==> src/traffic_gen_cfg.svh <==
`ifndef TRAFFIC_GEN_CFG_SVH
`define TRAFFIC_GEN_CFG_SVH

// stream and queue widths
`define TG_BEAT_BITS      512
`define TG_BEAT_BYTES     64
`define TG_QID_BITS       11
`define TG_CREDIT_BITS    32
`define TG_AVL_BITS       16

// fixed header fields
`define TG_DST_MAC        48'h665544332211
`define TG_SRC_MAC        48'h665544332200
`define TG_ETHERTYPE      16'h2121
`define TG_PROTOCOL       8'd6
`define TG_DST_PORT       16'd0

// frame payload
`define TG_TAIL_WORD      32'h0a212121
`define TG_FILL_BYTE      8'h41

// xorshift seeds
`define TG_SEED_DST_IP    32'h01234567
`define TG_SEED_SRC_IP    32'h89abcdef
`define TG_SEED_SRC_PORT  16'h4e5f

// toeplitz key, 40 bytes
`define TG_RSS_KEY        320'h6d5a56da255b0ec24167253d43a38fb0d0ca2bcbae7b30b477cb2da38030f20c6a42b73bbeac01fa

`endif

==> src/net_pkg.sv <==
`default_nettype none

`include "traffic_gen_cfg.svh"

package net_pkg;

   // one beat on the stream port
   typedef logic [`TG_BEAT_BITS-1:0] beat_t;

   // frame size or byte offset inside a frame
   typedef logic [15:0] byte_count_t;

   // ipv4 address
   typedef logic [31:0] ip_addr_t;

   // tcp/udp port
   typedef logic [15:0] l4_port_t;

   // receive-side-scaling hash
   typedef logic [31:0] hash_t;

endpackage

`default_nettype wire

==> src/flow_if.sv <==
`timescale 1ns/1ps
`default_nettype none

interface flow_if;
   import net_pkg::*;

   // pulses on the accepted last beat of each packet
   logic     advance;
   ip_addr_t src_ip;
   ip_addr_t dst_ip;
   l4_port_t src_port;

   modport source (output advance);
   modport generator (input advance, output src_ip, output dst_ip, output src_port);
   modport user (input src_ip, input dst_ip, input src_port);

endinterface

`default_nettype wire

==> src/beat_builder.sv <==
`timescale 1ns/1ps
`default_nettype none

`include "traffic_gen_cfg.svh"

module beat_builder (
   input  wire logic        first_beat,
   input  wire logic        tail_beat,
   output net_pkg::beat_t   rx_data,
   flow_if.user             flow
);
   // ethernet + ip + transport, 54 bytes
   localparam int HDR_BITS = 432;

   logic [111:0] eth_hdr;
   logic [159:0] ip_hdr;
   logic [159:0] l4_hdr;

   // no length field in the ethernet part
   assign eth_hdr = {`TG_DST_MAC, `TG_SRC_MAC, `TG_ETHERTYPE};
   assign ip_hdr  = {72'b0, `TG_PROTOCOL, 16'b0, flow.src_ip, flow.dst_ip};
   assign l4_hdr  = {flow.src_port, `TG_DST_PORT, 128'b0};

   always_comb begin
      rx_data = {`TG_BEAT_BYTES{`TG_FILL_BYTE}};
      // headers sit at the top of the first beat
      if (first_beat) begin
         rx_data[`TG_BEAT_BITS-1 -: HDR_BITS] = {eth_hdr, ip_hdr, l4_hdr};
      end
      if (tail_beat) begin
         rx_data[31:0] = `TG_TAIL_WORD;
      end
   end

endmodule

`default_nettype wire

==> src/flat_wrapper.sv <==
// flat-port wrapper written by rule: the top's interface ports become plain ports
module beat_builder_flat 
  (first_beat, tail_beat, rx_data, flow_src_ip, flow_dst_ip, flow_src_port);
  flow_if flow_i ();
  input  wire logic first_beat;
  input  wire logic tail_beat;
  output net_pkg::beat_t rx_data;
  input wire logic [$bits(flow_i.src_ip)-1:0] flow_src_ip;
  input wire logic [$bits(flow_i.dst_ip)-1:0] flow_dst_ip;
  input wire logic [$bits(flow_i.src_port)-1:0] flow_src_port;
  assign flow_i.src_ip = flow_src_ip;
  assign flow_i.dst_ip = flow_dst_ip;
  assign flow_i.src_port = flow_src_port;
  beat_builder u_core (.first_beat(first_beat), .tail_beat(tail_beat), .rx_data(rx_data), .flow(flow_i));
endmodule
==> config.mk <==
export PLATFORM = sky130hd
export DESIGN_NAME = beat_builder_flat
export DESIGN_NICKNAME = d
export VERILOG_FILES = /design/src/net_pkg.sv /design/src/flow_if.sv /design/src/beat_builder.sv /design/src/flat_wrapper.sv
export VERILOG_INCLUDE_DIRS = /design/src
export SDC_FILE = /design/constraint.sdc
export NUM_CORES = 1
export LEC_CHECK = 0
export BUFFER_PORTS_ARGS = -buffer_cell sky130_fd_sc_hd__buf_4
export CORE_AREA = 2 2 228 230
export DETAILED_ROUTE_END_ITERATION = 8
export DIE_AREA = 0 0 230 232
export SLEW_MARGIN = 20
export SYNTH_ARGS = -nofsm -noshare
export SYNTH_HDL_FRONTEND = slang
export SYNTH_SLANG_ARGS = --single-unit
export TNS_END_PERCENT = 5
==> constraint.sdc <==
create_clock -name vclk -period 5.3
set_clock_uncertainty 0.05 [all_clocks]
set_input_delay 0.265 -clock vclk [all_inputs]
set_output_delay 0.265 -clock vclk [all_outputs]
set_load 0.01 [all_outputs]
==> metrics.cfg <==
[status]
status=finished clean

[sta]
worst_slew_pin_slew_ns=0.903
final_max_slew_viol_count=0
setup_violations=0
tns_ns=0
worst_slew_margin_rel_pct=39.8
min_period_ns=2.16
rsz0062_at_grt=false
post-route-period-util_pct=40.7
finalHoldViolations=0
fmax_mhz=463
setup_ws_ns=3.14

[drt]
vias=2481
vias_per_cell=1.83
drc_errors=0
routed_wirelength_um=8260
routedWlPerCell_um=6.09
drt_iter0_markers=6
dr.pass1.iters=3
detail-route-antenna-nets=0

[finish]
fillers=5984
antenna_cells=0
nFlopsAndLatches=0
drive_above_1_share_pct=40.8
nClkBuffers=0
regArea_um2=0
syn_to_final_growth_pct=22.2
nets=761

[hold_path]
hp-class=input pin to primary output
min_from=tail_beat
hold_depth=2
hold_end=rx_data[21]

[yosys]
yosys-top-cells-area=buf_4 85%, and2_1 9.9%, nand2b_1 3.3%, clkbuf_2 0.79%, conb_1 0.20%
synth_common_cells=431 x buf_4, 60 x and2_1, 20 x nand2b_1, 6 x clkbuf_2
ys_types=7
synth_seq_area_share_pct=0
yosysTopAreaCell=buf_4
syn-instance-count=522
yosysMostFrequentCell=buf_4
yosysTopAreaCellShare_pct=85.5
ys_warn_count=0
syn_area_um2=3790
synth.avg_cell_area_um2=7.25

[pwr]
power.total_w=0.000351
ir_drop_mv=0.0293
cellPowerDensity_nw_per_um2=75.8
seqPwrFrac_pct=0
p_int_w=0.000144
p_sw_share_pct=59.0
power_switching_w=0.000207
p_clk_share_pct=0
pwr-share-comb_pct=100.0
power_leakage_nw=2.59

[clocking]
cts_resized=0
post_cts_buffers=0
cts_hold_buf=0

[worst_setup_path]
critical_path_required_ns=4.99
critical_path.startpoint_type=input pin
critPathCaptureType=primary output
crit_type=input pin to primary output
cp.arrival_ns=1.84
crit_fanout=75

[place]
place_ws_ns=3.25
hpwl_um=7650
gp_congestion=0.695
portBuffers=274

[floorplanning]
io_pins=594
num_rows=83
die_h_um=232
core_um2=50900
initial_core_util_pct=7.44
die_width_um=230
design.die.area_um2=53400

[run]
drv_cap=0

[global_route]
grt_overflow_total=0
antenna_found_initial=0
globalRouteTotalUtil_pct=2.20
grt_max_degree=76
grt_pass1_wl_um=9060
grt_pass1_vias=1498

[power by group through the flow]
stage                     Combinational, W  Sequential (W)  Clock (W)
after floorplan                   0.000414               0          0
after global placement            0.000350               0          0
after detailed placement          0.000350               0          0
after CTS                         0.000351               0          0
after global routing              0.000383               0          0
final                             0.000351               0          0
[layout by cell type (no fill, tap or decap)]
cell,count
and2_1,60
buf_4,275
nand2b_1,20
conb_1,320
clkinv_2,1
inv_1,1
[stage by stage]
stage,util (%),std cells,instance area [um2],hold slack (ns)
5_1_grt,9.09,1357,4630,0.734
4_1_cts,9.09,1357,4620,0.720
2_1_floorplan,-,840,4980,0.554
6_report,9.09,1357,4630,0.715
3_3_place_gp,9.09,1357,4620,0.719
3_5_place_dp,9.09,1357,4620,0.719
[metal layers]
layer / track usage, % / share of wire, % / vias up
met1: 2.05 / 26 / 1034
met2: 4.85 / 57 / 332
li1: - / - / 1115
met5: 0 / 0 / -
met3: 0.626 / 17 / 0
met4: 0 / 0 / 0
[how the worst max path moves through the flow]
| stage | start | to | slack (ns) | cells past startpoint |
|---|---|---|---|---|
| 5_1_grt | first_beat | rx_data[504] | 2.89 | 3 |
| 3_3_place_gp | first_beat | rx_data[142] | 3.27 | 3 |
| 3_5_place_dp | first_beat | rx_data[304] | 3.25 | 3 |
| 2_1_floorplan | first_beat | rx_data[102] | 3.16 | 3 |
| 6_report | first_beat | rx_data[304] | 3.14 | 3 |
| 4_1_cts | first_beat | rx_data[304] | 3.25 | 3 |
[critical path: stages]
cell and delay, ns:
buf_4 0.31, clkinv_2 0.74, buf_4 0.43
[cell families (layout without fill, tap and decap cells)]
family                 Yosys count  count (layout)  synth area share [%]
and+or+nand+nor                 80              80                  13.2
buffers and inverters          440             277                  86.6
other                            2             320                 0.198
[area by class of cell]
cell class / count / area, um2 / share of cell area (%)
multi-input cells: 400 / 1700 / 36.8
inverters: 2 / 8.76 / 0.189
well taps: 680 / 851 / 18.4
repair buffers: 275 / 2060 / 44.6
No activity file was read; power rests on OpenSTA's default activity.
