**src/traffic_gen_cfg.svh**
```systemverilog
`ifndef TRAFFIC_GEN_CFG_SVH
`define TRAFFIC_GEN_CFG_SVH

// stream and queue widths
`define TG_BEAT_BITS      512
`define TG_BEAT_BYTES     64
`define TG_QID_BITS       11
`define TG_CREDIT_BITS    32
`define TG_AVL_BITS       16

// fixed header fields
`define TG_DST_MAC        48'h665544332211
`define TG_SRC_MAC        48'h665544332200
`define TG_ETHERTYPE      16'h2121
`define TG_PROTOCOL       8'd6
`define TG_DST_PORT       16'd0

// frame payload
`define TG_TAIL_WORD      32'h0a212121
`define TG_FILL_BYTE      8'h41

// xorshift seeds
`define TG_SEED_DST_IP    32'h01234567
`define TG_SEED_SRC_IP    32'h89abcdef
`define TG_SEED_SRC_PORT  16'h4e5f

// toeplitz key, 40 bytes
`define TG_RSS_KEY        320'h6d5a56da255b0ec24167253d43a38fb0d0ca2bcbae7b30b477cb2da38030f20c6a42b73bbeac01fa

`endif

```
**src/net_pkg.sv**
```systemverilog
`default_nettype none

`include "traffic_gen_cfg.svh"

package net_pkg;

   // one beat on the stream port
   typedef logic [`TG_BEAT_BITS-1:0] beat_t;

   // frame size or byte offset inside a frame
   typedef logic [15:0] byte_count_t;

   // ipv4 address
   typedef logic [31:0] ip_addr_t;

   // tcp/udp port
   typedef logic [15:0] l4_port_t;

   // receive-side-scaling hash
   typedef logic [31:0] hash_t;

endpackage

`default_nettype wire

```
**src/flow_if.sv**
```systemverilog
`timescale 1ns/1ps
`default_nettype none

interface flow_if;
   import net_pkg::*;

   // pulses on the accepted last beat of each packet
   logic     advance;
   ip_addr_t src_ip;
   ip_addr_t dst_ip;
   l4_port_t src_port;

   modport source (output advance);
   modport generator (input advance, output src_ip, output dst_ip, output src_port);
   modport user (input src_ip, input dst_ip, input src_port);

endinterface

`default_nettype wire

```
**src/flow_field_gen.sv**
```systemverilog
`timescale 1ns/1ps
`default_nettype none

`include "traffic_gen_cfg.svh"

module flow_field_gen (
   input  wire logic  axi_aclk,
   input  wire logic  axi_aresetn,
   flow_if.generator  flow
);
   import net_pkg::*;

   ip_addr_t dst_st;
   ip_addr_t src_st;
   l4_port_t port_st;

   // one xorshift step on a w-bit value, c is the final right shift
   function automatic logic [31:0] xorshift(input logic [31:0] x, input int w, input int c);
      logic [31:0] mask;
      logic [31:0] t;
      mask = (w >= 32) ? '1 : (32'd1 << w) - 32'd1;
      t = x ^ (x >> 7);
      t = (t ^ (t << 9)) & mask;
      return t ^ (t >> c);
   endfunction

   assign flow.dst_ip   = ip_addr_t'(xorshift(dst_st, 32, 13));
   assign flow.src_ip   = ip_addr_t'(xorshift(src_st, 32, 13));
   assign flow.src_port = l4_port_t'(xorshift(32'(port_st), 16, 8));

   always_ff @(posedge axi_aclk) begin
      if (!axi_aresetn) begin
         dst_st  <= `TG_SEED_DST_IP;
         src_st  <= `TG_SEED_SRC_IP;
         port_st <= `TG_SEED_SRC_PORT;
      end else if (flow.advance) begin
         dst_st  <= flow.dst_ip;
         src_st  <= flow.src_ip;
         port_st <= flow.src_port;
      end
   end

endmodule

`default_nettype wire

```
**src/flat_wrapper.sv**
```systemverilog
// flat-port wrapper written by rule: the top's interface ports become plain ports
module flow_field_gen_flat import net_pkg::*;
  (axi_aclk, axi_aresetn, flow_advance, flow_src_ip, flow_dst_ip, flow_src_port);
  flow_if flow_i ();
  input  wire logic axi_aclk;
  input  wire logic axi_aresetn;
  input wire logic [$bits(flow_i.advance)-1:0] flow_advance;
  output wire logic [$bits(flow_i.src_ip)-1:0] flow_src_ip;
  output wire logic [$bits(flow_i.dst_ip)-1:0] flow_dst_ip;
  output wire logic [$bits(flow_i.src_port)-1:0] flow_src_port;
  assign flow_i.advance = flow_advance;
  assign flow_src_ip = flow_i.src_ip;
  assign flow_dst_ip = flow_i.dst_ip;
  assign flow_src_port = flow_i.src_port;
  flow_field_gen u_core (.axi_aclk(axi_aclk), .axi_aresetn(axi_aresetn), .flow(flow_i));
endmodule
```
**config.mk**
```make
export PLATFORM = sky130hd
export DESIGN_NAME = flow_field_gen_flat
export DESIGN_NICKNAME = d
export VERILOG_FILES = /design/src/net_pkg.sv /design/src/flow_if.sv /design/src/flow_field_gen.sv /design/src/flat_wrapper.sv
export VERILOG_INCLUDE_DIRS = /design/src
export SDC_FILE = /design/constraint.sdc
export NUM_CORES = 1
export LEC_CHECK = 0
export BUFFER_PORTS_ARGS = -buffer_cell sky130_fd_sc_hd__clkbuf_2
export CAP_MARGIN = 25
export CORE_MARGIN = 1.5
export CORE_UTILIZATION = 63
export CTS_CLUSTER_DIAMETER = 50
export DETAILED_ROUTE_END_ITERATION = 10
export PLACE_DENSITY_LB_ADDON = 0.12
export SLEW_MARGIN = 20
export SYNTH_ARGS = -nofsm -noshare
export SYNTH_HDL_FRONTEND = slang
export SYNTH_SLANG_ARGS = --single-unit
```
**constraint.sdc**
```tcl
create_clock -name axi_aclk -period 5.4 [get_ports axi_aclk]
set_input_delay 1.08 -clock axi_aclk [delete_from_list [all_inputs] [get_ports axi_aclk]]
set_output_delay 1.08 -clock axi_aclk [all_outputs]
set_load 0.03 [all_outputs]
```
==> impl_metrics.env, run 1 <==
export IMPL_status="finished, final reports clean"
export IMPL_fmax_ghz=0.320
export IMPL_netlist_instances=555
export IMPL_crit_type="flip-flop to output pin"
export IMPL_start_util_pct=64.4
export IMPL_place_inst=710
export IMPL_ys_types=31
export IMPL_n_antenna_cell=0
export IMPL_nets=617
export IMPL_grt_overflow_total=0
export IMPL_wl_um=10500
export IMPL_worstPathRequired_ns=4.32
export IMPL_cts_reportedPaths_clkPinSlew_ns=0.07
export IMPL_drt_vias_per_instance=5.07
export IMPL_cts_resized=0
export IMPL_die_h_um=96.7
export IMPL_clkSinkCount=80
export IMPL_tns_ns=0
export IMPL_path_cells="xor2_1 -> xnor3_1 -> xnor2_1 -> clkbuf_2"
export IMPL_drive_above_1_share_pct=18.3
export IMPL_ys_warn_count=0
export IMPL_whs_endpoint="u_core.src_st[0]"
export IMPL_maxCapViolations=0
export IMPL_syn_avg_cell_area_um2=9.97
export IMPL_cts_setup_buffers=0
export IMPL_die_area_um2=9350
export IMPL_via_count=3668
export IMPL_fin_cells=724
export IMPL_rows=34
export IMPL_ant_nets=0
export IMPL_worst_slew_pin_slew_ns=0.727
export IMPL_period_minus_slack_ns=3.13
export IMPL_grt_usage_pct=23.1
export IMPL_r2r_start="u_core.src_st[21]"
export IMPL_hpwlAfterDp_um=7540
export IMPL_hold_path_class="flip-flop to flip-flop"
export IMPL_ys_seq_area_share_pct=29.0
export IMPL_min_from="u_core.src_st[0]"
export IMPL_finalHoldViolCount=0
export IMPL_cp_arrival_ns=2.05
export IMPL_r2r_setup_slack_ns=3.49
export IMPL_grt_pass1_wl_um=17500
export IMPL_clk_latency_ns=0.34
export IMPL_root_buffer="clkbuf_8"
export IMPL_firstDrtPassIters=4
export IMPL_crit_path_max_incr_delay_ns=0.50
export IMPL_ios=83
export IMPL_drt_initial_drc_count=137
export IMPL_cts_tree="yes"
export IMPL_core_um2=8590
export IMPL_grt_max_degree=103
export IMPL_cp_start_kind="flip-flop"
export IMPL_crit_fanout=4
export IMPL_area_growth_synth_to_final_pct=10.3
export IMPL_cts_max_level=3
export IMPL_slew_headroom_pct=51.5
export IMPL_fin_crit_sh_pct=57.9
export IMPL_finClkSkew_ns=0.00550
export IMPL_grt_antenna_before_repair=0
export IMPL_min_delay_path_depth=2
export IMPL_report_final_slew_viol_count=0
export IMPL_synth_seq_cells=80
export IMPL_numCtsBuffers=9
export IMPL_gp_congestion=0.816
export IMPL_grt_pass1_vias=3570
export IMPL_critical_path_slowest_cell="xnor3_1"
export IMPL_crit_path_end_kind="output pin"
export IMPL_routedWlPerCell_um=14.5
export IMPL_synth_area_um2=5530
export IMPL_rsz0062_at_grt="no"
export IMPL_nFillCells=678
export IMPL_r2r_end="u_core.src_st[17]"
export IMPL_setup_viol_count_final=0
export IMPL_final_common_cell="xnor2_1"
export IMPL_drc=0
export IMPL_cts_buffer_depth=2
export IMPL_mostFrequentLayoutCells="xnor2_1 (139), clkbuf_2 (81), dfxtp_1 (80)"
export IMPL_syn_nets=558
export IMPL_reg2reg_depth=5
export IMPL_postCtsHoldBufs=0
export IMPL_die_w_um=96.7
export IMPL_numPortBuffers=82
-- critical path, delay by kind of cell, from the launching register on --
kind / cells / cell delay (ns)
xor gates and xnor gates: 3 / 1.00
buffers and inverters: 1 / 0.23
DFF: 1 / 0.47
-- synthesized netlist by cell type --
cell / n / area [µm²]
nor2b_1: 13 / 81.3
nand3b_1: 6 / 45.0
clkbuf_1: 17 / 63.8
a21boi_0: 3 / 22.5
mux2_2: 1 / 11.3
buf_2: 13 / 65.1
dlygate4sd1_1: 1 / 8.76
xor2_1: 62 / 543
o21ai_0: 10 / 50.1
xnor2_2: 5 / 81.3
xor3_2: 1 / 25.0
nor2b_2: 1 / 8.76
xor2_2: 9 / 146
xor3_1: 13 / 309
mux2i_1: 24 / 240
nand2b_1: 18 / 113
dfxtp_1: 80 / 1600
and2_1: 23 / 144
buf_6: 1 / 11.3
xnor2_1: 139 / 1220
a21oi_1: 13 / 65.1
o21ai_1: 3 / 15.0
nand2_1: 58 / 218
inv_1: 7 / 26.3
buf_1: 2 / 7.51
o211a_1: 3 / 30.0
xnor3_1: 12 / 270
buf_4: 2 / 15.0
or2b_1: 1 / 7.51
and3_1: 13 / 81.3
o21a_1: 1 / 7.51
-- sequential cells by signal (all words and copies together) (netlist names) --
signal	flops
u_core.dst_st	32
u_core.port_st	16
u_core.src_st	32
-- worst max-delay path by stage --
stage | startpoint | end | slack, ns | cells past startpoint
after CTS | u_core.src_st[18] | flow_src_ip[14] | 2.22 | 4
after floorplan | u_core.port_st[10] | flow_src_port[4] | 2.44 | 3
after detailed placement | u_core.src_st[18] | flow_src_ip[14] | 2.62 | 4
final | u_core.src_st[12] | flow_src_ip[14] | 2.27 | 4
after global routing | u_core.src_st[12] | flow_src_ip[14] | 2.14 | 4
after global placement | u_core.dst_st[27] | flow_dst_ip[16] | 2.66 | 4
-- metal layers --
layer | track usage [%] | share of wire, %
met5 | 0 | 0
met4 | 6.13 | 1.2
met3 | 5.64 | 3.2
met2 | 39.8 | 50
met1 | 29.0 | 46
-- cells by family after synthesis --
| logic type | count (synthesis) | share of synthesized area, % |
|---|---|---|
| compound gates | 33 | 3.44 |
| xor+xnor | 241 | 46.9 |
| flops | 80 | 29.0 |
| buf+inv | 43 | 3.57 |
| mux | 25 | 4.55 |
| simple gates | 133 | 12.6 |
-- stage by stage --
step           hold WS (ns)  worst slack, ns  area, µm²  utilization, %
2_1_floorplan         0.462             2.44       5530               -
3_3_place_gp          0.476             2.66       5920            68.8
3_5_place_dp          0.490             2.62       5920            68.8
4_1_cts               0.512             2.22       6080            70.7
5_1_grt               0.541             2.14       6100            71.0
6_report              0.506             2.27       6100            71.0
-- layout make-up --
type,instances,area [µm²],share of cell area [%]
clock inverters,1,5.00,0.0820
clock buffers,12,155,2.54
repair buffers,84,448,7.34
flip-flops and latches,80,1600,26.2
multi-input cells,432,3730,61.2
well taps,108,135,2.21
inverters,7,26.3,0.431
Power of run 1 is not shown: default switching activity piles up to over one toggle a cycle in this logic, so the estimate is an artifact.
==> run 2, diff against run 1 <==
--- a/config.mk
+++ b/config.mk
@@ -6,10 +6,11 @@
 export SDC_FILE = /design/constraint.sdc
 export NUM_CORES = 1
 export LEC_CHECK = 0
+export ABC_AREA = 1
 export BUFFER_PORTS_ARGS = -buffer_cell sky130_fd_sc_hd__clkbuf_2
 export CAP_MARGIN = 25
 export CORE_MARGIN = 1.5
-export CORE_UTILIZATION = 63
+export CORE_UTILIZATION = 59
 export CTS_CLUSTER_DIAMETER = 50
 export DETAILED_ROUTE_END_ITERATION = 10
 export PLACE_DENSITY_LB_ADDON = 0.12
==> constraint.sdc (replaced) <==
create_clock -name axi_aclk -period 3.2 [get_ports axi_aclk]
set_input_delay 0.64 -clock axi_aclk [delete_from_list [all_inputs] [get_ports axi_aclk]]
set_output_delay 0.64 -clock axi_aclk [all_outputs]
set_load 0.03 [all_outputs]
==> run 2 against run 1 <==
Against the previous run: highest routed layer unchanged; register-to-register slack got worse by 1.7 ns; sequential share of layout area fell by 1.5 points; die area up 13%; wire length increased by 44%; synthesized cell count rose by 87%; worst hold slack worse by 0.013 ns; via count up 71%; synthesized area is 6.3% higher; core utilization fell by 4.4 points; critical path depth increased by 2; critical endpoint is now flow_dst_ip[16]; flip-flop and latch count unchanged; first-iteration DRC count increased to 2.7 times the previous value.
==> impl_metrics.env, run 2 <==
export IMPL_status="finished, final reports clean"
export IMPL_ys_types=29
export IMPL_finClkSkew_ns=0.00678
export IMPL_async_flop_share_pct=0
export IMPL_seqPwrFrac_pct=26.8
export IMPL_n_antenna_cell=0
export IMPL_synth_common_cells="nand2_1 (519), inv_1 (118), dfxtp_1 (80)"
export IMPL_drt_vias_per_instance=5.07
export IMPL_cts_resized=0
export IMPL_clk_latency_ns=0.37
export IMPL_critical_path_slowest_cell="dfxtp_1"
export IMPL_drt_initial_drc_count=367
export IMPL_yosysTopAreaCell="nand2_1"
export IMPL_switching_share_pct=52.6
export IMPL_ant_nets=0
export IMPL_die_area_um2=10600
export IMPL_numCtsBuffers=9
export IMPL_cts_tree="yes"
export IMPL_core_um2=9730
export IMPL_ys_seq_area_share_pct=27.2
export IMPL_slew_headroom_pct=56.1
export IMPL_crit_path_max_incr_delay_ns=0.51
export IMPL_period_minus_slack_ns=2.51
export IMPL_wl_um=15100
export IMPL_cts_reportedPaths_clkPinSlew_ns=0.08
export IMPL_firstDrtPassIters=5
export IMPL_mostFrequentLayoutCells="nand2_1 (519), inv_1 (117), clkbuf_2 (82)"
export IMPL_yosysMostFrequentCell="nand2_1"
export IMPL_cts_buffer_depth=2
export IMPL_routedWlPerCell_um=12.2
export IMPL_worstPathRequired_ns=2.56
export IMPL_min_delay_path_depth=2
export IMPL_r2r_setup_slack_ns=1.75
export IMPL_grt_usage_pct=29.3
export IMPL_die_h_um=103
export IMPL_syn_avg_cell_area_um2=5.66
export IMPL_die_w_um=103
export IMPL_drive_above_1_share_pct=11.2
export IMPL_synth_seq_cells=80
export IMPL_synth_area_um2=5880
export IMPL_clkSinkCount=80
export IMPL_final_common_cell="nand2_1"
export IMPL_root_buffer="clkbuf_8"
export IMPL_via_count=6275
export IMPL_grt_overflow_total=0
export IMPL_setup_viol_count_final=0
export IMPL_top_regs="u_core.dst_st: 32 flops, u_core.src_st: 32 flops, u_core.port_st: 16 flops"
export IMPL_crit_type="flip-flop to output pin"
export IMPL_area_growth_synth_to_final_pct=10.3
export IMPL_nFillCells=968
export IMPL_start_util_pct=60.4
export IMPL_worst_slew_pin_slew_ns=0.657
export IMPL_nets=1102
export IMPL_internal_power_w=0.00231
export IMPL_power_density_nw_per_um2=752
export IMPL_cts_setup_buffers=0
export IMPL_grt_pass1_wl_um=24300
export IMPL_maxCapViolations=0
export IMPL_p_clk_share_pct=15.3
export IMPL_rsz0062_at_grt="no"
export IMPL_ios=83
export IMPL_p_leak_nw=3.85
export IMPL_gp_congestion=0.939
export IMPL_synth_area_top_cells="nand2_1 (33%), dfxtp_1 (27%), inv_1 (7.5%), a21oi_1 (6.6%), nand3_1 (5.3%)"
export IMPL_synth_edf_count=0
export IMPL_drc=0
export IMPL_power_switching_w=0.00257
export IMPL_grt_antenna_before_repair=0
export IMPL_total_power_w=0.00488
export IMPL_tns_ns=0
export IMPL_fmax_ghz=0.398
export IMPL_hold_path_class="flip-flop to flip-flop"
export IMPL_grt_pass1_vias=5157
export IMPL_netlist_instances=1038
export IMPL_rows=36
export IMPL_crit_path_end_kind="output pin"
export IMPL_cp_arrival_ns=1.87
export IMPL_hpwlAfterDp_um=11200
export IMPL_numPortBuffers=82
export IMPL_fin_crit_sh_pct=78.5
export IMPL_synth_main_ff_cell="dfxtp_1"
export IMPL_reg2reg_depth=9
export IMPL_crit_fanout=5
export IMPL_ys_warn_count=0
export IMPL_pwr_share_comb_pct=57.9
export IMPL_report_final_slew_viol_count=0
export IMPL_path_cells="xor2_1 -> nand2_1 -> nand2_2 -> o21ai_2 -> and2_1 -> clkbuf_2"
export IMPL_synth_top_cell_area_share_pct=33.1
export IMPL_grt_max_degree=103
export IMPL_syn_nets=1041
export IMPL_postCtsHoldBufs=0
export IMPL_finalHoldViolCount=0
export IMPL_cts_max_level=3
export IMPL_vdd_ir_drop_max_mv=0.365
export IMPL_cp_start_kind="flip-flop"
export IMPL_hold_slack_ns=0.494
==> run 2: changes by cell type after synthesis, sizes merged, moves of 43 or more <==
cell	change
xor2	-43
nand2	+469
nand3	+62
xnor2	-123
inv	+119
a21oi	+64
==> run 2: area by class of cell <==
cell class / instances / area [µm²] / area share [%]
Timing Repair Buffer: 85 / 458 / 7.06
Clock buffer: 12 / 135 / 2.08
Inverter: 126 / 473 / 7.29
Sequential cell: 80 / 1600 / 24.7
Multi-Input combinational cell: 797 / 3610 / 55.6
Tap cell: 133 / 166 / 2.57
Clock inverter: 4 / 45.0 / 0.695
==> run 2: path summary, 6_finish.rpt <==
check	from	end
setup reg to reg	u_core.dst_st[29]	u_core.dst_st[18]
setup / recovery	u_core.dst_st[14]	flow_dst_ip[16]
hold / removal	u_core.port_st[6]	u_core.port_st[6]
hold reg to reg	u_core.port_st[6]	u_core.port_st[6]
==> run 2: cell families (layout without fill, tap and decap cells) <==
kind of cell / Yosys count / after routing / share of synthesized area (%)
and+or+nand+nor: 633 / 633 / 43.5
buffers and inverters: 161 / 227 / 11.4
xor gates and xnor gates: 49 / 49 / 7.81
AOI/OAI and AO/OA: 115 / 115 / 9.98
DFF: 80 / 80 / 27.2
==> run 2: critical path: cells and delay by family (launching register included) <==
family                 cells  cell delay [ns]
flip-flops                 1             0.51
AO/OA/AOI/OAI              1             0.06
AND/OR/NAND/NOR            3             0.41
buffers and inverters      1             0.17
XOR/XNOR                   1             0.34
==> run 2: power by group through the flow <==
| stage | Sequential, W | Combinational (W) | Clock (W) |
|---|---|---|---|
| 3_5_place_dp | 0.00133 | 0.00281 | 0 |
| 5_1_grt | 0.00133 | 0.00313 | 0.000797 |
| 3_3_place_gp | 0.00132 | 0.00279 | 0 |
| 4_1_cts | 0.00130 | 0.00282 | 0.000757 |
| 6_report | 0.00131 | 0.00282 | 0.000746 |
| 2_1_floorplan | 0.00125 | 0.00219 | 0 |
==> run 2: metal layers <==
layer / vias to the layer above / track usage, % / part of all wire [%]
met2: 205 / 42.6 / 42
li1: 3306 / - / -
met1: 2743 / 44.3 / 49
met4: 0 / 8.84 / 1.4
met5: - / 0 / 0
met3: 21 / 4.61 / 7.6
==> run 2: per-stage QoR <==
step | instances | utilization (%) | worst slack [ns] | area (µm²)
4_1_cts | 1237 | 66.7 | 0.721 | 6480
2_1_floorplan | 1038 | - | 1.04 | 5880
6_report | 1237 | 66.7 | 0.690 | 6480
3_3_place_gp | 1221 | 64.8 | 1.17 | 6300
3_5_place_dp | 1221 | 64.8 | 1.13 | 6300
5_1_grt | 1237 | 66.7 | 0.604 | 6480
Note: power is estimated with default switching activity, not from simulation.
