### src/traffic_gen_cfg.svh
`ifndef TRAFFIC_GEN_CFG_SVH
`define TRAFFIC_GEN_CFG_SVH

// stream and queue widths
`define TG_BEAT_BITS      512
`define TG_BEAT_BYTES     64
`define TG_QID_BITS       11
`define TG_CREDIT_BITS    32
`define TG_AVL_BITS       16

// fixed header fields
`define TG_DST_MAC        48'h665544332211
`define TG_SRC_MAC        48'h665544332200
`define TG_ETHERTYPE      16'h2121
`define TG_PROTOCOL       8'd6
`define TG_DST_PORT       16'd0

// frame payload
`define TG_TAIL_WORD      32'h0a212121
`define TG_FILL_BYTE      8'h41

// xorshift seeds
`define TG_SEED_DST_IP    32'h01234567
`define TG_SEED_SRC_IP    32'h89abcdef
`define TG_SEED_SRC_PORT  16'h4e5f

// toeplitz key, 40 bytes
`define TG_RSS_KEY        320'h6d5a56da255b0ec24167253d43a38fb0d0ca2bcbae7b30b477cb2da38030f20c6a42b73bbeac01fa

`endif

### src/net_pkg.sv
`default_nettype none

`include "traffic_gen_cfg.svh"

package net_pkg;

   // one beat on the stream port
   typedef logic [`TG_BEAT_BITS-1:0] beat_t;

   // frame size or byte offset inside a frame
   typedef logic [15:0] byte_count_t;

   // ipv4 address
   typedef logic [31:0] ip_addr_t;

   // tcp/udp port
   typedef logic [15:0] l4_port_t;

   // receive-side-scaling hash
   typedef logic [31:0] hash_t;

endpackage

`default_nettype wire

### src/queue_pkg.sv
`default_nettype none

`include "traffic_gen_cfg.svh"

package queue_pkg;

   typedef logic [`TG_QID_BITS-1:0] qid_t;

   // may go negative after an invalidate
   typedef logic signed [`TG_CREDIT_BITS-1:0] credit_t;

   typedef logic [`TG_AVL_BITS-1:0] avl_t;

   typedef enum logic [1:0] {IDLE, TRANSFER, WAIT} seq_state_t;

endpackage

`default_nettype wire

### src/flow_if.sv
`timescale 1ns/1ps
`default_nettype none

interface flow_if;
   import net_pkg::*;

   // pulses on the accepted last beat of each packet
   logic     advance;
   ip_addr_t src_ip;
   ip_addr_t dst_ip;
   l4_port_t src_port;

   modport source (output advance);
   modport generator (input advance, output src_ip, output dst_ip, output src_port);
   modport user (input src_ip, input dst_ip, input src_port);

endinterface

`default_nettype wire

### src/frame_sequencer.sv
`timescale 1ns/1ps
`default_nettype none

`include "traffic_gen_cfg.svh"

module frame_sequencer (
   input  wire logic                  axi_aclk,
   input  wire logic                  axi_aresetn,
   input  wire net_pkg::byte_count_t  txr_size,
   input  wire logic [31:0]           cycles_per_pkt,
   input  wire logic                  rx_ready,
   input  wire queue_pkg::qid_t       rx_qid,
   input  wire logic                  c2h_perform,
   input  wire logic                  credit_ok,
   output logic                       rx_valid,
   output logic                       rx_last,
   output logic                       consume,
   output queue_pkg::qid_t            consume_qid,
   output logic                       first_beat,
   output logic                       tail_beat,
   flow_if.source                     flow
);
   import net_pkg::*;
   import queue_pkg::*;

   localparam byte_count_t BEAT_BYTES = byte_count_t'(`TG_BEAT_BYTES);

   seq_state_t  state;
   seq_state_t  state_nxt;
   byte_count_t size_q;
   byte_count_t offset;
   byte_count_t beats;
   qid_t        qid_q;
   logic [31:0] pace_lim;
   logic [31:0] pace_cnt;
   logic        last_beat;
   logic        accept;
   logic        pkt_done;
   logic        pace_met;
   logic        start;

   // beats per frame, partial beat rounds up
   assign beats = byte_count_t'(txr_size / BEAT_BYTES) +
                  byte_count_t'(txr_size % BEAT_BYTES != '0);

   assign last_beat = offset >= size_q - BEAT_BYTES;
   assign accept    = rx_valid & rx_ready;
   assign pkt_done  = accept & last_beat;
   assign pace_met  = pace_cnt >= pace_lim - 32'd1;
   assign start     = c2h_perform & rx_ready & credit_ok &
                      ((state == IDLE) | ((state == WAIT) & pace_met));

   assign rx_valid     = state == TRANSFER;
   assign rx_last      = rx_valid & last_beat;
   assign tail_beat    = rx_last;
   assign first_beat   = rx_valid & (offset == '0);
   assign consume      = pkt_done;
   assign consume_qid  = qid_q;
   assign flow.advance = pkt_done;

   always_comb begin
      state_nxt = state;
      case (state)
         IDLE: begin
            if (start) begin
               state_nxt = TRANSFER;
            end
         end
         TRANSFER: begin
            if (pkt_done) begin
               state_nxt = WAIT;
            end
         end
         WAIT: begin
            if (!c2h_perform) begin
               state_nxt = IDLE;
            end else if (start) begin
               state_nxt = TRANSFER;
            end
         end
         default: state_nxt = IDLE;
      endcase
   end

   // pacing counts ready cycles from the first beat on
   always_ff @(posedge axi_aclk) begin
      if (!axi_aresetn) begin
         state    <= IDLE;
         offset   <= '0;
         pace_cnt <= '0;
      end else begin
         state <= state_nxt;
         if (start) begin
            offset   <= '0;
            pace_cnt <= '0;
         end else if (rx_ready && state != IDLE) begin
            pace_cnt <= pace_cnt + 32'd1;
            if (accept && !last_beat) begin
               offset <= offset + BEAT_BYTES;
            end
         end
      end
   end

   // per-packet settings, sampled at start
   always_ff @(posedge axi_aclk) begin
      if (start) begin
         size_q   <= txr_size;
         qid_q    <= rx_qid;
         pace_lim <= (cycles_per_pkt > 32'(beats)) ? cycles_per_pkt : 32'(beats);
      end
   end

   a_last_held: assert property (
      @(posedge axi_aclk) disable iff (!axi_aresetn)
      rx_valid && !rx_ready |=> rx_valid && $stable(rx_last)
   ) else $error("rx_last changed while the beat was stalled");

endmodule

`default_nettype wire

### src/flat_wrapper.sv
// flat-port wrapper written by rule: the top's interface ports become plain ports
module frame_sequencer_flat import net_pkg::*; import queue_pkg::*;
  (axi_aclk, axi_aresetn, txr_size, cycles_per_pkt, rx_ready, rx_qid, c2h_perform, credit_ok, rx_valid, rx_last, consume, consume_qid, first_beat, tail_beat, flow_advance);
  flow_if flow_i ();
  input  wire logic axi_aclk;
  input  wire logic axi_aresetn;
  input  wire net_pkg::byte_count_t txr_size;
  input  wire logic [31:0] cycles_per_pkt;
  input  wire logic rx_ready;
  input  wire queue_pkg::qid_t rx_qid;
  input  wire logic c2h_perform;
  input  wire logic credit_ok;
  output logic rx_valid;
  output logic rx_last;
  output logic consume;
  output queue_pkg::qid_t consume_qid;
  output logic first_beat;
  output logic tail_beat;
  output wire logic [$bits(flow_i.advance)-1:0] flow_advance;
  assign flow_advance = flow_i.advance;
  frame_sequencer u_core (.axi_aclk(axi_aclk), .axi_aresetn(axi_aresetn), .txr_size(txr_size), .cycles_per_pkt(cycles_per_pkt), .rx_ready(rx_ready), .rx_qid(rx_qid), .c2h_perform(c2h_perform), .credit_ok(credit_ok), .rx_valid(rx_valid), .rx_last(rx_last), .consume(consume), .consume_qid(consume_qid), .first_beat(first_beat), .tail_beat(tail_beat), .flow(flow_i));
endmodule
### config.mk
export PLATFORM = sky130hd
export DESIGN_NAME = frame_sequencer_flat
export DESIGN_NICKNAME = d
export VERILOG_FILES = /design/src/net_pkg.sv /design/src/queue_pkg.sv /design/src/flow_if.sv /design/src/frame_sequencer.sv /design/src/flat_wrapper.sv
export VERILOG_INCLUDE_DIRS = /design/src
export SDC_FILE = /design/constraint.sdc
export NUM_CORES = 1
export LEC_CHECK = 0
export ABC_CLOCK_PERIOD_IN_PS = 15850
export BUFFER_PORTS_ARGS = -buffer_cell sky130_fd_sc_hd__buf_2
export CAP_MARGIN = 20
export CORE_AREA = 2 2 103 180
export CTS_CLUSTER_DIAMETER = 60
export DETAILED_ROUTE_END_ITERATION = 10
export DIE_AREA = 0 0 105 182
export GPL_TIMING_DRIVEN = 0
export SLEW_MARGIN = 20
export SYNTH_ARGS = -nofsm -noshare
export SYNTH_HDL_FRONTEND = slang
export SYNTH_SLANG_ARGS = --single-unit
### constraint.sdc
create_clock -name axi_aclk -period 15.85 [get_ports axi_aclk]
set_clock_uncertainty 0.2 [all_clocks]
set_input_delay 3.17 -clock axi_aclk [delete_from_list [all_inputs] [get_ports axi_aclk]]
set_output_delay 3.17 -clock axi_aclk [all_outputs]
set_load 0.05 [all_outputs]
==> results of run 1 <==
-- worst max path at each step --
stage          startpoint      endpoint  slack (ns)  cells after the start
3_5_place_dp     rx_ready  flow_advance        8.26                      5
5_1_grt          rx_ready  flow_advance        8.23                      5
3_3_place_gp     rx_ready  flow_advance        8.27                      5
6_report         rx_ready  flow_advance        8.31                      5
4_1_cts          rx_ready  flow_advance        8.26                      5
2_1_floorplan    rx_ready  flow_advance        8.09                      3
-- sequential cells by signal (all words and copies together) (netlist names) --
| signal | cells |
|---|---|
| u_core.pace_cnt | 32 |
| u_core.pace_lim | 32 |
| u_core.size_q | 16 |
| u_core.consume_qid | 11 |
| u_core.offset | 10 |
| u_core.state | 2 |
-- cell type report --
class,count,share of cell area [%]
multi-input cells,458,45.6
flip-flops and latches,103,37.4
repair buffers,80,5.65
well taps,234,4.13
clock buffers,13,3.83
plain buffers,36,2.14
inverters,19,1.04
clock inverters,3,0.212
-- cell families after synthesis --
kind of cell | after synthesis
buffers and inverters | 55
DFF | 103
muxes | 5
adders and majority gates | 60
xor gates and xnor gates | 86
AOI/OAI and AO/OA | 69
and+or+nand+nor | 238
-- worst max-delay path, cell delays in order --
cell and delay (ns):
buf_2 0.14, nand2_1 0.15, nor2_1 0.30, buf_4 0.16, buf_2 0.24
-- cell usage in the layout (no fill, tap or decap), types with 3 or more instances in the layout --
cell	instances
a211o_1	3
a211oi_1	3
a21o_1	5
a21oi_1	25
a31oi_1	8
and2_1	3
and3_1	12
and4_1	4
buf_2	81
clkbuf_1	34
clkbuf_16	10
dfxtp_1	44
edfxtp_1	59
ha_1	60
inv_1	19
mux2_2	3
nand2_1	42
nand3_1	24
nand4_1	18
nand4b_1	3
nor2_1	72
nor2b_1	6
nor3_1	16
nor4_1	15
o21a_1	3
o21ai_0	10
or3_1	5
or4_1	5
xnor2_1	46
xor2_1	40
-- power by group --
group | internal [mW] | switching, mW
Sequential | 0.288 | 0.00332
Combinational | 0.0187 | 0.0272
Clock | 0.120 | 0.0955
Total | 0.427 | 0.126
-- layer usage --
layer / vias up / global-route usage [%] / share of wire, % / wire (um)
met3: 29 / 2.08 / 2.5 / 316
met1: 2071 / 14.5 / 40 / 5200
li1: 2392 / - / - / -
met5: - / 0 / 0 / 0
met2: 73 / 25.8 / 54 / 6890
met4: 0 / 7.63 / 3.5 / 444
-- metrics by stage --
step | area [sq um] | total power, mW | hold slack, ns | std cells | util [%]
3_5_place_dp | 6800 | 0.344 | 0.347 | 930 | 38.4
2_1_floorplan | 6100 | 0.325 | 0.285 | 616 | -
6_report | 7090 | 0.553 | 0.355 | 946 | 40.0
3_3_place_gp | 6800 | 0.344 | 0.341 | 930 | 38.3
5_1_grt | 7090 | 0.573 | 0.373 | 946 | 40.0
4_1_cts | 7090 | 0.559 | 0.361 | 946 | 40.0
==> run_summary.xml, run 1 <==
<?xml version="1.0" encoding="UTF-8"?>
<metrics>
  <group name="cts">
    <metric name="clockBufferDepth" unit="">2</metric>
    <metric name="cts.sink_count" unit="">103</metric>
    <metric name="clk_latency" unit="ns">0.35</metric>
    <metric name="cts.repair.resized" unit="">0</metric>
    <metric name="ctsHoldBuffers" unit="">0</metric>
    <metric name="cts_inserted_buffers" unit="">9</metric>
    <metric name="clk_pin_slew_worst_paths" unit="ns">0.07</metric>
    <metric name="cts_root_buf" unit="">clkbuf_16</metric>
    <metric name="htree_levels" unit="">3</metric>
    <metric name="tritoncts" unit="">yes</metric>
    <metric name="cts_setup_buffers" unit="">0</metric>
  </group>
  <group name="setup_path">
    <metric name="worst_setup_path_start_kind" unit="">input port</metric>
    <metric name="worst-setup-path-type" unit="">input port to primary output</metric>
    <metric name="reg2reg_depth" unit="">13</metric>
    <metric name="end_kind" unit="">primary output</metric>
    <metric name="rrSetupSlack" unit="ns">10.81</metric>
    <metric name="critical_path.reg2reg.endpoint" unit="">u_core.pace_lim[27]$_SDFFCE_PN0P_</metric>
    <metric name="critical_path_arrival" unit="ns">4.17</metric>
    <metric name="critPathRequiredTime" unit="ns">12.48</metric>
    <metric name="r2r-start" unit="">u_core.pace_lim[3]$_DFFE_PP_</metric>
    <metric name="critPathMaxFanout" unit="">6</metric>
  </group>
  <group name="floorplan">
    <metric name="die-area" unit="sq um">19100</metric>
    <metric name="pin_count" unit="">81</metric>
    <metric name="start_util" unit="%">34.4</metric>
    <metric name="core" unit="sq um">17700</metric>
    <metric name="fp-row-count" unit="">65</metric>
    <metric name="die_x" unit="um">105</metric>
    <metric name="chipHeight" unit="um">182</metric>
  </group>
  <group name="sta">
    <metric name="layout_setup_ws" unit="ns">8.31</metric>
    <metric name="slew_headroom" unit="%">26.0</metric>
    <metric name="finalWorstPathRequiredPeriod" unit="ns">7.54</metric>
    <metric name="timing.final.crit_share" unit="%">47.6</metric>
    <metric name="number_of_hold_violations_in_the_final_report" unit="">0</metric>
    <metric name="rsz0062_at_grt" unit="">no</metric>
    <metric name="fmax" unit="MHz">133</metric>
    <metric name="maxSlewViolCount" unit="">0</metric>
    <metric name="setup_violations" unit="">0</metric>
    <metric name="setup_total_negative_slack" unit="ns">0</metric>
    <metric name="transition_at_the_pin_with_the_smallest_max_transition_slack" unit="ns">1.10</metric>
  </group>
  <group name="finish">
    <metric name="layout-drive-gt1-share" unit="%">15.4</metric>
    <metric name="antennaDiodeCount" unit="">0</metric>
    <metric name="final.fill_count" unit="">1837</metric>
    <metric name="fin_nets" unit="">831</metric>
    <metric name="areaGrowthSynthToFinish" unit="%">16.1</metric>
    <metric name="multiInputGateArea" unit="sq um">3230</metric>
    <metric name="regArea" unit="sq um">2650</metric>
  </group>
  <group name="synth">
    <metric name="primary_flip_flop_cell_chosen_by_synthesis_mapping" unit="">edfxtp_1</metric>
    <metric name="synth_area_leaders" unit="">edfxtp_1 (29%), dfxtp_1 (14%), ha_1 (12%)</metric>
    <metric name="synth_warnings" unit="">0</metric>
    <metric name="yosys.area.top_type" unit="">edfxtp_1</metric>
    <metric name="postSynthRegisterBits" unit="">103</metric>
    <metric name="synth_fa_ha_area_share" unit="%">12.3</metric>
    <metric name="synth.avg_cell_area" unit="sq um">9.91</metric>
    <metric name="synth_cells" unit="">616</metric>
    <metric name="post_synth_num_cell_types" unit="">51</metric>
    <metric name="combinational_family_with_the_most_area_after_synthesis" unit="">simple AND/OR/NAND/NOR gates</metric>
    <metric name="yosys-mux-area-fraction" unit="%">0.881</metric>
    <metric name="compound_gate_portion_of_the_synthesized_area" unit="%">7.19</metric>
    <metric name="synth.top_cells.by_count" unit="">nor2_1 (72), ha_1 (60), edfxtp_1 (59)</metric>
    <metric name="synth-xor-area-share" unit="%">12.3</metric>
    <metric name="post-synth-top-count-cell" unit="">nor2_1</metric>
    <metric name="netlist_area" unit="sq um">6100</metric>
    <metric name="number_of_flops_mapped_to_enable_cells_by_yosys" unit="">59</metric>
    <metric name="synth-seq-area-share" unit="%">43.5</metric>
    <metric name="yosys.area.top_type_share" unit="%">29.0</metric>
    <metric name="synth.net_count" unit="">740</metric>
    <metric name="synth-simple-area-share" unit="%">20.2</metric>
    <metric name="asr_flop_ratio_synth" unit="%">0</metric>
  </group>
  <group name="detailed_routing">
    <metric name="drcViolationCount" unit="">0</metric>
    <metric name="vias" unit="">4565</metric>
    <metric name="viasPerCell" unit="">4.83</metric>
    <metric name="drtAntennaViolNets" unit="">0</metric>
    <metric name="drt_wl_total" unit="um">12900</metric>
    <metric name="drt_pre_antenna_iters" unit="">4</metric>
    <metric name="post_drt_wl_per_cell" unit="um">13.6</metric>
    <metric name="first_iter_violations" unit="">119</metric>
  </group>
  <group name="min_path">
    <metric name="endpoint_of_the_worst_hold_timing_path" unit="">u_core.pace_cnt[15]$_SDFFE_PP0P_</metric>
    <metric name="hold_depth" unit="">2</metric>
    <metric name="worst_hold_startpoint" unit="">u_core.pace_cnt[15]$_SDFFE_PP0P_</metric>
    <metric name="min_path_type" unit="">flip-flop to flip-flop</metric>
  </group>
  <group name="grt">
    <metric name="antenna_found_initial" unit="">0</metric>
    <metric name="grt_remaining_overflow" unit="">0</metric>
    <metric name="first_global_vias" unit="">4512</metric>
    <metric name="grt_pass1_wl" unit="um">21000</metric>
    <metric name="track_usage" unit="%">13.8</metric>
    <metric name="grt_max_degree" unit="">60</metric>
  </group>
  <group name="status">
    <metric name="run_status" unit="">complete, no violations</metric>
  </group>
  <group name="placed_design">
    <metric name="gp_congestion" unit="">0.873</metric>
    <metric name="place.port_buffers" unit="">80</metric>
    <metric name="place_worst_setup_slack" unit="ns">8.26</metric>
    <metric name="place.detailed.hpwl" unit="um">10300</metric>
  </group>
  <group name="power_and_ir_drop">
    <metric name="power.static_leakage" unit="nW">2.71</metric>
    <metric name="peakVddDrop" unit="mV">0.0488</metric>
    <metric name="power-per-cell-area" unit="nW/um^2">78.0</metric>
  </group>
  <group name="job">
    <metric name="timing.max_cap.violations" unit="">0</metric>
  </group>
</metrics>
No activity file was read; power rests on OpenSTA's default activity.
==> run 2: changes to the inputs <==
--- a/config.mk
+++ b/config.mk
@@ -6,13 +6,14 @@
 export SDC_FILE = /design/constraint.sdc
 export NUM_CORES = 1
 export LEC_CHECK = 0
-export ABC_CLOCK_PERIOD_IN_PS = 15850
+export ABC_AREA = 1
+export ABC_CLOCK_PERIOD_IN_PS = 7320
 export BUFFER_PORTS_ARGS = -buffer_cell sky130_fd_sc_hd__buf_2
 export CAP_MARGIN = 20
-export CORE_AREA = 2 2 103 180
+export CORE_AREA = 2 2 109 189
 export CTS_CLUSTER_DIAMETER = 60
 export DETAILED_ROUTE_END_ITERATION = 10
-export DIE_AREA = 0 0 105 182
+export DIE_AREA = 0 0 111 191
 export GPL_TIMING_DRIVEN = 0
 export SLEW_MARGIN = 20
 export SYNTH_ARGS = -nofsm -noshare
==> constraint.sdc (replaced) <==
create_clock -name axi_aclk -period 7.32 [get_ports axi_aclk]
set_clock_uncertainty 0.2 [all_clocks]
set_input_delay 1.464 -clock axi_aclk [delete_from_list [all_inputs] [get_ports axi_aclk]]
set_output_delay 1.464 -clock axi_aclk [all_outputs]
set_load 0.05 [all_outputs]
==> run_summary.xml, run 2 <==
<?xml version="1.0" encoding="UTF-8"?>
<metrics>
  <group name="synth">
    <metric name="synth.avg_cell_area" unit="sq um">8.24</metric>
    <metric name="number_of_flops_mapped_to_enable_cells_by_yosys" unit="">59</metric>
    <metric name="synth-seq-area-share" unit="%">39.2</metric>
    <metric name="primary_flip_flop_cell_chosen_by_synthesis_mapping" unit="">edfxtp_1</metric>
    <metric name="post_synth_num_cell_types" unit="">41</metric>
    <metric name="yosys.area.top_type_share" unit="%">26.2</metric>
    <metric name="synth_area_leaders" unit="">edfxtp_1 (26%), dfxtp_1 (13%), ha_1 (11%)</metric>
    <metric name="synth.top_cells.by_count" unit="">nand2_1 (161), nor2_1 (102), inv_1 (83)</metric>
    <metric name="yosys.area.top_type" unit="">edfxtp_1</metric>
    <metric name="post-synth-top-count-cell" unit="">nand2_1</metric>
    <metric name="synth_warnings" unit="">0</metric>
    <metric name="synth_cells" unit="">821</metric>
    <metric name="netlist_area" unit="sq um">6770</metric>
    <metric name="synth.net_count" unit="">945</metric>
    <metric name="asr_flop_ratio_synth" unit="%">0</metric>
    <metric name="postSynthRegisterBits" unit="">103</metric>
  </group>
  <group name="cts">
    <metric name="cts_inserted_buffers" unit="">9</metric>
    <metric name="tritoncts" unit="">yes</metric>
    <metric name="cts_root_buf" unit="">clkbuf_16</metric>
    <metric name="cts.repair.resized" unit="">0</metric>
    <metric name="clk_pin_slew_worst_paths" unit="ns">0.06</metric>
    <metric name="ctsHoldBuffers" unit="">0</metric>
    <metric name="cts.sink_count" unit="">103</metric>
    <metric name="htree_levels" unit="">3</metric>
    <metric name="cts_setup_buffers" unit="">0</metric>
    <metric name="clockBufferDepth" unit="">2</metric>
    <metric name="clk_latency" unit="ns">0.35</metric>
  </group>
  <group name="finish">
    <metric name="layout-drive-gt1-share" unit="%">15.7</metric>
    <metric name="fin_nets" unit="">1036</metric>
    <metric name="final.fill_count" unit="">2035</metric>
    <metric name="areaGrowthSynthToFinish" unit="%">14.8</metric>
    <metric name="largest_registers" unit="">u_core.pace_cnt: 32 flops, u_core.pace_lim: 32 flops, u_core.size_q: 16 flops</metric>
    <metric name="postLayoutCellArea" unit="sq um">7770</metric>
    <metric name="layout_common_cells" unit="">nand2_1 (161), nor2_1 (102), buf_2 (86)</metric>
    <metric name="layout_commonest_cell" unit="">nand2_1</metric>
    <metric name="antennaDiodeCount" unit="">0</metric>
  </group>
  <group name="min_path">
    <metric name="hold_depth" unit="">2</metric>
    <metric name="endpoint_of_the_worst_hold_timing_path" unit="">u_core.pace_cnt[31]$_SDFFE_PP0P_</metric>
    <metric name="worst_hold_startpoint" unit="">u_core.pace_cnt[31]$_SDFFE_PP0P_</metric>
    <metric name="min_path_type" unit="">flip-flop to flip-flop</metric>
  </group>
  <group name="setup_path">
    <metric name="crit_slowest_cell" unit="">edfxtp_1</metric>
    <metric name="r2r-start" unit="">u_core.pace_lim[0]$_DFFE_PP_</metric>
    <metric name="timing.critical_path.max_delay_family" unit="">simple AND/OR/NAND/NOR gates</metric>
    <metric name="critical_path_arrival" unit="ns">3.46</metric>
    <metric name="worst_setup_path_start_kind" unit="">flip-flop</metric>
    <metric name="rrSetupSlack" unit="ns">2.85</metric>
    <metric name="critPathMaxStageDelay" unit="ns">0.41</metric>
    <metric name="critPathRequiredTime" unit="ns">5.66</metric>
    <metric name="path_buf_inv" unit="">3</metric>
    <metric name="reg2reg_depth" unit="">19</metric>
    <metric name="critical_path.reg2reg.endpoint" unit="">u_core.pace_lim[25]$_SDFFCE_PN0P_</metric>
    <metric name="crit_path_cell_trace" unit="">nor2_1, nand2_1, or3_1, nor3_1, nand3_1, xor2_1, ha_1, a21oi_1, o21ai_0, a21oi_1, nand2_1, inv_1, nor2_1, buf_4, buf_2</metric>
    <metric name="worst-setup-path-type" unit="">flip-flop to primary output</metric>
    <metric name="critPathMaxFanout" unit="">5</metric>
    <metric name="end_kind" unit="">primary output</metric>
  </group>
  <group name="sta">
    <metric name="finalWorstPathRequiredPeriod" unit="ns">5.12</metric>
    <metric name="transition_at_the_pin_with_the_smallest_max_transition_slack" unit="ns">0.697</metric>
    <metric name="slew_headroom" unit="%">53.6</metric>
    <metric name="setup_violations" unit="">0</metric>
    <metric name="setup_total_negative_slack" unit="ns">0</metric>
    <metric name="rsz0062_at_grt" unit="">no</metric>
    <metric name="fmax" unit="MHz">195</metric>
    <metric name="maxSlewViolCount" unit="">0</metric>
    <metric name="timing.final.crit_share" unit="%">70.0</metric>
    <metric name="number_of_hold_violations_in_the_final_report" unit="">0</metric>
  </group>
  <group name="job">
    <metric name="timing.max_cap.violations" unit="">0</metric>
  </group>
  <group name="grt">
    <metric name="grt_remaining_overflow" unit="">0</metric>
    <metric name="antenna_found_initial" unit="">0</metric>
    <metric name="grt_max_degree" unit="">60</metric>
    <metric name="first_global_vias" unit="">5333</metric>
    <metric name="grt_pass1_wl" unit="um">24100</metric>
    <metric name="track_usage" unit="%">14.1</metric>
  </group>
  <group name="detailed_routing">
    <metric name="post_drt_wl_per_cell" unit="um">12.6</metric>
    <metric name="drt_pre_antenna_iters" unit="">5</metric>
    <metric name="viasPerCell" unit="">4.76</metric>
    <metric name="drt_wl_total" unit="um">14600</metric>
    <metric name="vias" unit="">5536</metric>
    <metric name="first_iter_violations" unit="">162</metric>
    <metric name="drcViolationCount" unit="">0</metric>
    <metric name="drtAntennaViolNets" unit="">0</metric>
  </group>
  <group name="power_and_ir_drop">
    <metric name="sw_frac_of_total" unit="%">23.3</metric>
    <metric name="power-per-cell-area" unit="nW/um^2">157</metric>
    <metric name="p_comb_share" unit="%">9.1</metric>
    <metric name="cellInternalPower" unit="mW">0.932</metric>
    <metric name="power.static_leakage" unit="nW">3.23</metric>
    <metric name="power.total" unit="mW">1.22</metric>
    <metric name="seqPwrFrac" unit="%">52.1</metric>
    <metric name="total_switching_power" unit="mW">0.284</metric>
    <metric name="power.clock.fraction" unit="%">38.8</metric>
    <metric name="peakVddDrop" unit="mV">0.115</metric>
  </group>
  <group name="floorplan">
    <metric name="fp-row-count" unit="">68</metric>
    <metric name="die_x" unit="um">111</metric>
    <metric name="die-area" unit="sq um">21200</metric>
    <metric name="start_util" unit="%">34.4</metric>
    <metric name="pin_count" unit="">81</metric>
    <metric name="chipHeight" unit="um">191</metric>
    <metric name="core" unit="sq um">19700</metric>
  </group>
  <group name="placed_design">
    <metric name="placed_area" unit="sq um">7480</metric>
    <metric name="place.detailed.hpwl" unit="um">12200</metric>
    <metric name="place.port_buffers" unit="">80</metric>
    <metric name="gp_congestion" unit="">0.836</metric>
  </group>
  <group name="status">
    <metric name="run_status" unit="">complete, no violations</metric>
  </group>
</metrics>
==> run 2: cell count changes after synthesis, moves of 9 or more <==
cell	delta
and3_1	-11
nor2_2	+9
xnor2_1	-27
nor2_1	+30
inv_1	+64
nand3_1	+16
nor2_4	+9
nand2_1	+119
a21oi_1	+16
xor2_1	+15
==> run 2: cells by family (layout without fill, tap and decap cells) <==
logic type	Yosys count	count (layout)	synth area share (%)
adder cells (fa/ha/maj)	60	60	11.1
buffers and inverters	118	214	6.77
AND/OR/NAND/NOR	404	404	28.4
flip-flops	103	103	39.2
XOR/XNOR	74	74	9.58
AO/OA/AOI/OAI	62	62	4.95
==> run 2: worst register-to-register path: stages, from the launching register on <==
cell and delay, ns:
edfxtp_1 0.43, inv_1 0.11, ha_1 0.21, nand2_1 0.11, nor3_2 0.24, nand3_1 0.14, nor2_2 0.17, inv_1 0.07
or2_0 0.22, o21ai_1 0.14, inv_1 0.06, ha_1 0.26, nand2_1 0.05, nor2_1 0.13, nand4_1 0.12, nor4_1 0.36
nand2_1 0.19, nand2_1 0.12, nand2_1 0.18, inv_4 0.55
==> run 2: how the worst max path moves through the flow <==
| stage | startpoint | to | slack, ns | depth (start not counted) |
|---|---|---|---|---|
| 4_1_cts | u_core.size_q[8]$_DFFE_PP_ | tail_beat | 2.14 | 15 |
| 3_3_place_gp | u_core.pace_lim[0]$_DFFE_PP_ | u_core.consume_qid[0]$_DFFE_PP_ | 1.70 | 19 |
| 6_report | u_core.size_q[8]$_DFFE_PP_ | tail_beat | 2.20 | 15 |
| 5_1_grt | u_core.size_q[8]$_DFFE_PP_ | tail_beat | 1.93 | 15 |
| 3_5_place_dp | u_core.size_q[8]$_DFFE_PP_ | tail_beat | 2.53 | 15 |
| 2_1_floorplan | u_core.size_q[8]$_DFFE_PP_ | tail_beat | 2.41 | 14 |
==> run 2: cell type report <==
class / count / area, sq um / share of cell area (%)
inverters: 86 / 325 / 4.19
repair buffers: 80 / 400 / 5.15
multi-input cells: 600 / 3660 / 47.1
clock buffers: 11 / 233 / 3.00
flip-flops and latches: 103 / 2650 / 34.1
clock inverters: 5 / 58.8 / 0.757
plain buffers: 32 / 135 / 1.74
well taps: 245 / 307 / 3.95
==> run 2: power groups by stage <==
| stage | clock network, mW | logic, mW | registers, mW |
|---|---|---|---|
| detailed placement | 0 | 0.112 | 0.646 |
| global placement | 0 | 0.110 | 0.647 |
| CTS | 0.484 | 0.113 | 0.633 |
| finish | 0.472 | 0.111 | 0.633 |
| floorplan | 0 | 0.0638 | 0.651 |
| global route | 0.502 | 0.127 | 0.634 |
==> run 2: metal layers <==
layer,part of all wire [%],vias to the layer above,GRT usage [%]
met4,4.4,0,8.13
li1,-,2897,-
met3,2.1,32,1.84
met1,38,2528,13.8
met2,55,79,28.0
met5,0,-,0
==> run 2: metrics by stage <==
step | instances | util [%] | hold slack (ns) | setup WS [ns]
after global placement | 1146 | 38.0 | 0.286 | 1.70
after detailed placement | 1146 | 38.0 | 0.294 | 2.53
after floorplan | 821 | - | 0.267 | 2.41
after global routing | 1162 | 39.5 | 0.331 | 1.93
final | 1162 | 39.5 | 0.303 | 2.20
after CTS | 1162 | 39.5 | 0.308 | 2.14
